<file path="config.mk">
export PLATFORM = sky130hd
export DESIGN_NAME = l2Cache
export DESIGN_NICKNAME = d
export VERILOG_FILES = /design/src/verilog/cachePkg.sv /design/src/verilog/cacheReqDecode.sv /design/src/verilog/cacheWayArray.sv /design/src/verilog/cacheLoadFormat.sv /design/src/verilog/l2Cache.sv
export VERILOG_INCLUDE_DIRS = /design/src /design/src/verilog
export SDC_FILE = /design/constraint.sdc
export NUM_CORES = 2
export LEC_CHECK = 0
export CORE_ASPECT_RATIO = 0.5
export CORE_UTILIZATION = 57
export DETAILED_ROUTE_END_ITERATION = 6
export DONT_BUFFER_PORTS = 1
export PLACE_DENSITY = 0.74
export SYNTH_ARGS = -nofsm -noshare
export SYNTH_HDL_FRONTEND = slang
export SYNTH_SLANG_ARGS = --single-unit
</file>
<file path="constraint.sdc">
create_clock -name clk -period 28.4 [get_ports clk]
set_input_delay 1.42 -clock clk [delete_from_list [all_inputs] [get_ports clk]]
set_output_delay 1.42 -clock clk [all_outputs]
set_load 0.02 [all_outputs]
</file>
<file path="src/verilog/cache_defs.svh">
`ifndef CACHE_DEFS_SVH
`define CACHE_DEFS_SVH

// Cache geometry: 8 sets of two ways, one 32-bit word per line
`define CACHE_SETS      8
`define CACHE_SET_BITS  3
`define CACHE_TAG_BITS  27  // 32 - set bits - 2 byte-offset bits

// Word that always goes straight to memory
`define CACHE_UNCACHED_ADDR 32'h000000FC

`endif

</file>
<file path="src/verilog/cachePkg.sv">
`include "cache_defs.svh"
`default_nettype none

package cachePkg;

    // funct3 width codes. The load and the store of one width share a code,
    // so cacheReqS.write tells lb from sb, lh from sh and lw from sw
    typedef enum logic [2:0] {
        accByte  = 3'b000,  // lb / sb
        accHalf  = 3'b001,  // lh / sh
        accWord  = 3'b010,  // lw / sw
        accByteU = 3'b100,  // lbu
        accHalfU = 3'b101   // lhu
    } accessE;

    typedef enum logic [2:0] {
        missIdle,
        missLookup,
        missWriteBack,
        missRefill,
        missBypass,
        missDone
    } missStateE;

    // One CPU request as held by the decode stage
    typedef struct packed {
        logic                       write;
        accessE                     access;
        logic [`CACHE_TAG_BITS-1:0] tag;
        logic [`CACHE_SET_BITS-1:0] setIdx;
        logic [1:0]                 offset;    // Byte within the word
        logic                       uncached;
        logic [31:0]                wdata;
    } cacheReqS;

    typedef struct packed {
        logic                       valid;
        logic                       dirty;
        logic [`CACHE_TAG_BITS-1:0] tag;
        logic [31:0]                data;
    } wayLineS;

    // Memory-side Wishbone request, cyc and stb move together
    typedef struct packed {
        logic        cyc;
        logic        we;
        logic [31:0] adr;
        logic [31:0] dat;
    } memReqS;

endpackage

`default_nettype wire

</file>
<file path="src/verilog/cacheReqDecode.sv">
`timescale 1ns/10ps
`include "cache_defs.svh"
`default_nettype none

module cacheReqDecode (
    input  logic               clk,
    input  logic               rst,
    input  logic               cpuCyc,
    input  logic               cpuStb,
    input  logic               cpuWe,
    input  logic [31:0]        cpuAdr,
    input  logic [31:0]        cpuDatW,
    input  logic [2:0]         cpuFunct3,
    input  logic               reqRetire,
    output logic               reqValid,
    output cachePkg::cacheReqS req
);

    localparam logic [31:0] UncachedAddr = `CACHE_UNCACHED_ADDR;

    cachePkg::cacheReqS nextReq;
    logic               capture;

    // Only one request in flight
    assign capture = cpuCyc && cpuStb && !reqValid;

    // Address split into tag, set and byte offset
    always_comb begin
        nextReq.write    = cpuWe;
        nextReq.access   = cachePkg::accessE'(cpuFunct3);
        nextReq.tag      = cpuAdr[31:`CACHE_SET_BITS+2];
        nextReq.setIdx   = cpuAdr[`CACHE_SET_BITS+1:2];
        nextReq.offset   = cpuAdr[1:0];
        nextReq.uncached = (cpuAdr[31:2] == UncachedAddr[31:2]);
        nextReq.wdata    = cpuDatW;
    end

    always_ff @(posedge clk or posedge rst) begin
        if (rst) begin
            reqValid <= 1'b0;
        end else if (reqValid && reqRetire) begin
            reqValid <= 1'b0;  // Result stage has acked the CPU
        end else if (capture) begin
            reqValid <= 1'b1;
        end
    end

    always_ff @(posedge clk) begin
        if (capture) begin
            req <= nextReq;
        end
    end

    // The CPU keeps its request on the bus until the ack
    assert property (@(posedge clk) disable iff (rst)
        reqValid && !reqRetire |-> cpuCyc && cpuStb && cpuWe == req.write
            && cpuAdr[31:2] == {req.tag, req.setIdx});

    // Retire only comes back for a request that is still held
    assert property (@(posedge clk) disable iff (rst)
        reqRetire |-> reqValid);

endmodule

`default_nettype wire

</file>
<file path="src/verilog/cacheWayArray.sv">
`timescale 1ns/10ps
`include "cache_defs.svh"
`default_nettype none

module cacheWayArray (
    input  logic               clk,
    input  logic               rst,
    input  logic               reqValid,
    input  cachePkg::cacheReqS req,
    output logic               lineDone,
    output logic [31:0]        lineData,
    output cachePkg::memReqS   mem,
    input  logic [31:0]        memDatR,
    input  logic               memAck
);

    cachePkg::wayLineS           lines [`CACHE_SETS][2];
    logic [`CACHE_SETS-1:0]      lru;  // Way to evict next in each set
    cachePkg::missStateE         state;

    cachePkg::wayLineS           way0;
    cachePkg::wayLineS           way1;
    cachePkg::wayLineS           victim;
    logic                        hit0;
    logic                        hit1;
    logic                        hitWay;
    logic                        victimWay;
    logic [31:0]                 hitData;
    logic [3:0]                  byteEn;
    logic [31:0]                 byteMask;
    logic [31:0]                 storeData;
    logic [31:0]                 merged;
    logic                        lookupHit;

    assign way0      = lines[req.setIdx][0];
    assign way1      = lines[req.setIdx][1];
    assign hit0      = way0.valid && (way0.tag == req.tag);
    assign hit1      = way1.valid && (way1.tag == req.tag);
    assign hitWay    = hit1;
    assign hitData   = hit1 ? way1.data : way0.data;
    assign victimWay = lru[req.setIdx];
    assign victim    = lines[req.setIdx][victimWay];
    assign lookupHit = (state == cachePkg::missLookup) && !req.uncached && (hit0 || hit1);

    // Store merge replicates the store data and picks lanes by byte enable
    always_comb begin
        case (req.access)
            cachePkg::accByte, cachePkg::accByteU: begin
                byteEn    = 4'b0001 << req.offset;
                storeData = {4{req.wdata[7:0]}};
            end
            cachePkg::accHalf, cachePkg::accHalfU: begin
                byteEn    = req.offset[1] ? 4'b1100 : 4'b0011;
                storeData = {2{req.wdata[15:0]}};
            end
            default: begin
                byteEn    = 4'b1111;
                storeData = req.wdata;
            end
        endcase
        byteMask = {{8{byteEn[3]}}, {8{byteEn[2]}}, {8{byteEn[1]}}, {8{byteEn[0]}}};
        merged   = (hitData & ~byteMask) | (storeData & byteMask);
    end

    always_ff @(posedge clk or posedge rst) begin
        if (rst) begin
            state    <= cachePkg::missIdle;
            lineDone <= 1'b0;
            mem      <= '0;
            lru      <= '0;
            for (int s = 0; s < `CACHE_SETS; s++) begin
                lines[s][0] <= '0;
                lines[s][1] <= '0;
            end
        end else begin
            lineDone <= 1'b0;
            case (state)
                cachePkg::missIdle: begin
                    if (reqValid) begin
                        state <= cachePkg::missLookup;
                    end
                end
                cachePkg::missLookup: begin
                    if (req.uncached) begin
                        state <= cachePkg::missBypass;
                    end else if (hit0 || hit1) begin
                        lru[req.setIdx] <= ~hitWay;
                        if (req.write) begin
                            lines[req.setIdx][hitWay].data  <= merged;
                            lines[req.setIdx][hitWay].dirty <= 1'b1;
                        end
                        lineDone <= 1'b1;
                        state    <= cachePkg::missDone;
                    end else if (victim.valid && victim.dirty) begin
                        state <= cachePkg::missWriteBack;
                    end else begin
                        state <= cachePkg::missRefill;
                    end
                end
                cachePkg::missWriteBack: begin
                    if (!mem.cyc) begin
                        mem.cyc <= 1'b1;
                        mem.we  <= 1'b1;
                        mem.adr <= {victim.tag, req.setIdx, 2'b00};
                        mem.dat <= victim.data;
                    end else if (memAck) begin
                        mem.cyc <= 1'b0;  // Idle one cycle before the refill read
                        mem.we  <= 1'b0;
                        state   <= cachePkg::missRefill;
                    end
                end
                cachePkg::missRefill: begin
                    if (!mem.cyc) begin
                        mem.cyc <= 1'b1;
                        mem.we  <= 1'b0;
                        mem.adr <= {req.tag, req.setIdx, 2'b00};
                    end else if (memAck) begin
                        mem.cyc <= 1'b0;
                        lines[req.setIdx][victimWay] <= '{valid: 1'b1, dirty: 1'b0,
                                                          tag: req.tag, data: memDatR};
                        state <= cachePkg::missLookup;  // Replays as a hit
                    end
                end
                cachePkg::missBypass: begin
                    if (!mem.cyc) begin
                        mem.cyc <= 1'b1;
                        mem.we  <= req.write;
                        mem.adr <= {req.tag, req.setIdx, 2'b00};
                        mem.dat <= req.wdata;  // sb/sh go out as whole words
                    end else if (memAck) begin
                        mem.cyc  <= 1'b0;
                        mem.we   <= 1'b0;
                        lineDone <= 1'b1;
                        state    <= cachePkg::missDone;
                    end
                end
                cachePkg::missDone: begin
                    // Wait until decode has let go of the retired request
                    if (!reqValid) begin
                        state <= cachePkg::missIdle;
                    end
                end
                default: state <= cachePkg::missIdle;
            endcase
        end
    end

    always_ff @(posedge clk) begin
        if (lookupHit) begin
            lineData <= hitData;
        end else if (state == cachePkg::missBypass && mem.cyc && memAck) begin
            lineData <= memDatR;
        end
    end

    // A tag lives in at most one way of its set
    assert property (@(posedge clk) disable iff (rst)
        state == cachePkg::missLookup |-> !(hit0 && hit1));

    // Wishbone master holds the request until ack
    assert property (@(posedge clk) disable iff (rst)
        mem.cyc && !memAck |=> mem.cyc && $stable(mem.adr) && $stable(mem.we));

    // One single-cycle result for a request that decode still holds
    assert property (@(posedge clk) disable iff (rst)
        lineDone |-> reqValid ##1 !lineDone);

endmodule

`default_nettype wire

</file>
<file path="src/verilog/cacheLoadFormat.sv">
`timescale 1ns/10ps
`default_nettype none

module cacheLoadFormat (
    input  logic               clk,
    input  logic               rst,
    input  logic               lineDone,
    input  logic [31:0]        lineData,
    input  cachePkg::cacheReqS req,
    output logic               cpuAck,
    output logic [31:0]        cpuDatR,
    output logic               reqRetire
);

    logic [31:0] shifted;
    logic [31:0] loadData;
    logic        ackQ;

    assign shifted = lineData >> {req.offset, 3'b000};  // Addressed byte to bit 0

    always_comb begin
        if (req.write) begin
            loadData = '0;
        end else begin
            case (req.access)
                cachePkg::accByte:  loadData = {{24{shifted[7]}}, shifted[7:0]};
                cachePkg::accByteU: loadData = {24'b0, shifted[7:0]};
                cachePkg::accHalf:  loadData = {{16{shifted[15]}}, shifted[15:0]};
                cachePkg::accHalfU: loadData = {16'b0, shifted[15:0]};
                default:            loadData = lineData;
            endcase
        end
    end

    always_ff @(posedge clk or posedge rst) begin
        if (rst) begin
            ackQ <= 1'b0;
        end else begin
            ackQ <= lineDone;
        end
    end

    always_ff @(posedge clk) begin
        if (lineDone) begin
            cpuDatR <= loadData;
        end
    end

    assign cpuAck    = ackQ;
    assign reqRetire = ackQ;  // Frees decode in the same cycle as the CPU ack

endmodule

`default_nettype wire

</file>
<file path="src/verilog/l2Cache.sv">
`timescale 1ns/10ps
`default_nettype none

module l2Cache (
    input  logic        clk,
    input  logic        rst,
    // CPU side, Wishbone classic slave
    input  logic        cpuCyc,
    input  logic        cpuStb,
    input  logic        cpuWe,
    input  logic [31:0] cpuAdr,
    input  logic [31:0] cpuDatW,
    input  logic [2:0]  cpuFunct3,
    output logic [31:0] cpuDatR,
    output logic        cpuAck,
    // Memory side, Wishbone classic master
    output logic        memCyc,
    output logic        memStb,
    output logic        memWe,
    output logic [31:0] memAdr,
    output logic [31:0] memDatW,
    input  logic [31:0] memDatR,
    input  logic        memAck
);

    logic               reqValid;
    logic               reqRetire;
    cachePkg::cacheReqS req;
    logic               lineDone;
    logic [31:0]        lineData;
    cachePkg::memReqS   mem;

    cacheReqDecode u_decode (
        .clk       (clk),
        .rst       (rst),
        .cpuCyc    (cpuCyc),
        .cpuStb    (cpuStb),
        .cpuWe     (cpuWe),
        .cpuAdr    (cpuAdr),
        .cpuDatW   (cpuDatW),
        .cpuFunct3 (cpuFunct3),
        .reqRetire (reqRetire),
        .reqValid  (reqValid),
        .req       (req)
    );

    cacheWayArray u_execute (
        .clk      (clk),
        .rst      (rst),
        .reqValid (reqValid),
        .req      (req),
        .lineDone (lineDone),
        .lineData (lineData),
        .mem      (mem),
        .memDatR  (memDatR),
        .memAck   (memAck)
    );

    cacheLoadFormat u_result (
        .clk       (clk),
        .rst       (rst),
        .lineDone  (lineDone),
        .lineData  (lineData),
        .req       (req),
        .cpuAck    (cpuAck),
        .cpuDatR   (cpuDatR),
        .reqRetire (reqRetire)
    );

    assign memCyc  = mem.cyc;
    assign memStb  = mem.cyc;
    assign memWe   = mem.we;
    assign memAdr  = mem.adr;  // Byte address of the word, low bits zero
    assign memDatW = mem.dat;

endmodule

`default_nettype wire

</file>
==> results.json <==
{
  "hold_slack_ns": 0.415,
  "fin_crit_ns": 8.77,
  "status": "finished with violations",
  "period_share_pct": 30.9,
  "crit_path_max_incr_delay_ns": 1.07,
  "slew_headroom_pct": 2.67,
  "yosys.cell_types.count": 79,
  "drive_gt1_share_pct": 21.1,
  "r2r-end": "u_execute.lines[524]",
  "synthTopCellsByArea": "dfrtp_1 44%, mux2_2 11%, edfxtp_1 6.7%, a22oi_1 4.0%, o2bb2ai_1 3.0%",
  "cts_sinks": 1187,
  "syn-cell-area_um2": 60000,
  "antenna_found_initial": 12,
  "power_leakage_nw": 28.1,
  "synth_warnings": 0,
  "routed_wl_um": 229000,
  "min_from": "u_execute.lineDone",
  "place_congestion": 1.04,
  "violations": "design-rule violations",
  "synth-seq-cells": 1187,
  "globalRouteOverflowTotal": 0,
  "hold_viol": 0,
  "path_class": "flop to flop",
  "grt_pass1_vias": 49028,
  "crit_path_start_kind": "flop",
  "worstRegToRegCells": 14,
  "finClkSkew_ns": 0.0452,
  "final_cell_mix": "1054 x dfrtp_1, 562 x mux2_2, 344 x nand2_1",
  "max_freq_mhz": 114,
  "tightest_slew_ns": 1.44,
  "path_common_cell": "buf_4",
  "worst_setup_path_end_kind": "flop",
  "setup_tns_ns": 0,
  "whs_endpoint": "u_result.cpuAck",
  "ys_seq_area_share_pct": 50.7,
  "wl_per_cell_um": 35.5,
  "cts-htree-levels": 3,
  "clk_latency_ns": 0.77,
  "die_h_um": 231,
  "n_fill_cell": 8046,
  "initial_core_util_pct": 58.0,
  "drv_slew": 0,
  "holdBufCountCts": 0,
  "worstPathRequired_ns": 29.02,
  "synth_cells": 5252,
  "synthFlopType": "dfrtp_1",
  "vias": 50055,
  "critPathMaxFanout": 130,
  "hpwl_um": 139000,
  "portBuffers": 0,
  "grt_pass1_wl_um": 333000,
  "cpMaxStageDelayCell": "nand2_2",
  "boundaryPins": 205,
  "hold_class": "flop to flop",
  "cts_buffers": 105,
  "cap_violations": 0,
  "finalNetCount": 5068,
  "setup_viol": 0,
  "final_core_util_pct": 62.4,
  "post-cts-setup-buffers": 0,
  "num_rows": 83,
  "synth_edf_count": 133,
  "powerDensity_nw_per_um2": 70.3,
  "reg2reg_from": "u_decode.req[36]",
  "core_area_um2": 103000,
  "drtIter0Drc": 9089,
  "drcViolationCount": 115,
  "rsz0062_at_grt": "false",
  "synthArstFlopShare_pct": 88.8,
  "reg2reg_slack_ns": 19.63,
  "ant_nets": 0,
  "yosysTopAreaCellShare_pct": 44.0,
  "cts_tree": "built",
  "clockBufferDepth": 3,
  "arrival_ns": 9.39,
  "hold_depth": 0,
  "firstDrtPassIters": 7,
  "drt-vias-per-instance": 7.75,
  "clk_root_buffer_cell": "clkbuf_16",
  "vdd_ir_drop_max_v": 0.0000675,
  "area_growth_pct": 7.59,
  "syn_avg_cell_area_um2": 11.4,
  "clkTransAtPathRegs_ns": 0.07,
  "crit_chain": "buf_12, buf_4, and3b_2, a221o_1, nor3_1, o22ai_1, nor4_1, nand4_1, buf_4, o32ai_2, or2_4, buf_4, nand2_2, mux2_2",
  "die_x_um": 461,
  "dieArea_um2": 107000,
  "final_common_cell": "dfrtp_1",
  "yosysTopAreaCell": "dfrtp_1",
  "grtUsageTotal_pct": 42.5,
  "grt_max_degree": 184,
  "ctsResizeCount": 0
}
## cell families after synthesis
family,Yosys count,synth area share (%)
buffers and inverters,577,4.23
AND/OR/NAND/NOR,904,7.08
other,1,0.00625
AO/OA/AOI/OAI,1739,21.5
multiplexers,809,16.0
flip-flops,1187,50.7
XOR/XNOR,35,0.511
## layout make-up
class | count | area [um^2] | area share, %
Antenna cell | 5 | 12.5 | 0.0194
Clock buffer | 141 | 3000 | 4.66
Clock inverter | 56 | 761 | 1.18
Inverter | 39 | 150 | 0.233
Multi-Input combinational cell | 3489 | 27300 | 42.4
Sequential cell | 1187 | 30400 | 47.1
Tap cell | 1402 | 1750 | 2.72
Timing Repair Buffer | 141 | 1120 | 1.74
## Yosys cell counts (45+ instances only)
cell type / count
dfrtp_1: 1054
mux2_2: 562
nand2_1: 360
clkbuf_1: 323
a22oi_1: 317
a21oi_1: 261
o21ai_0: 235
o2bb2ai_1: 203
a22o_1: 196
nor2_1: 189
mux2i_1: 160
edfxtp_1: 133
buf_2: 127
and3_1: 119
a221oi_1: 83
a221o_1: 72
a32o_1: 64
a32oi_1: 51
mux4_2: 51
nand3_1: 50
buf_1: 45
## critical path: cells and delay by family, from the launching register on
family | cells | cell delay [ns]
multiplexers | 1 | 0.59
buffers and inverters | 4 | 2.81
AND/OR/NAND/NOR | 6 | 3.31
flip-flops | 1 | 0.37
AO/OA/AOI/OAI | 3 | 0.96
## power by group
| group | switching [W] | leakage [nW] | internal, W | total (W) |
|---|---|---|---|---|
| clock network | 0.000693 | 1.85 | 0.000899 | 0.00159 |
| registers | 0.000202 | 15.7 | 0.00191 | 0.00212 |
| logic | 0.000563 | 10.5 | 0.000265 | 0.000828 |
| total | 0.00146 | 28.1 | 0.00308 | 0.00454 |
## metal layers
layer | global-route usage [%] | routed length, um | vias to the layer above
met1 | 55.8 | 83300 | 24969
met2 | 59.1 | 94000 | 4393
met3 | 15.7 | 34300 | 1060
met5 | 0 | 116 | -
li1 | - | - | 19615
met4 | 27.9 | 17600 | 18
## registers in the layout, indices dropped and copies added (netlist names)
| signal | cells |
|---|---|
| u_decode.req | 69 |
| u_decode.reqValid | 1 |
| u_execute.lineData | 32 |
| u_execute.lineDone | 1 |
| u_execute.lines | 976 |
| u_execute.lru | 8 |
| u_execute.mem | 64 |
| u_execute.state | 3 |
| u_result.cpuAck | 1 |
| u_result.cpuDatR | 32 |
## how the worst max path moves through the flow
| stage | start | endpoint | slack, ns | cells past startpoint |
|---|---|---|---|---|
| floorplan | rst | u_decode.reqValid | 12.45 | 1 |
| global placement | u_decode.req[36] | u_execute.lines[660] | 20.28 | 14 |
| detailed placement | u_decode.req[36] | u_execute.lines[165] | 20.26 | 14 |
| CTS | u_decode.req[36] | u_execute.lines[540] | 20.17 | 14 |
| global route | u_decode.req[36] | u_execute.lines[523] | 19.62 | 14 |
| finish | u_decode.req[36] | u_execute.lines[524] | 19.63 | 14 |
## through the flow
step | instances | instance area, um^2 | worst slack [ns] | total power [W]
3_3_place_gp | 6258 | 60700 | 20.28 | 0.00290
6_report | 6460 | 64500 | 19.63 | 0.00454
5_1_grt | 6455 | 64500 | 19.62 | 0.00465
3_5_place_dp | 6258 | 60700 | 20.26 | 0.00292
4_1_cts | 6455 | 64500 | 20.17 | 0.00449
2_1_floorplan | 5253 | 60000 | 12.45 | 0.00263
Note: power is estimated with default switching activity, not from simulation.
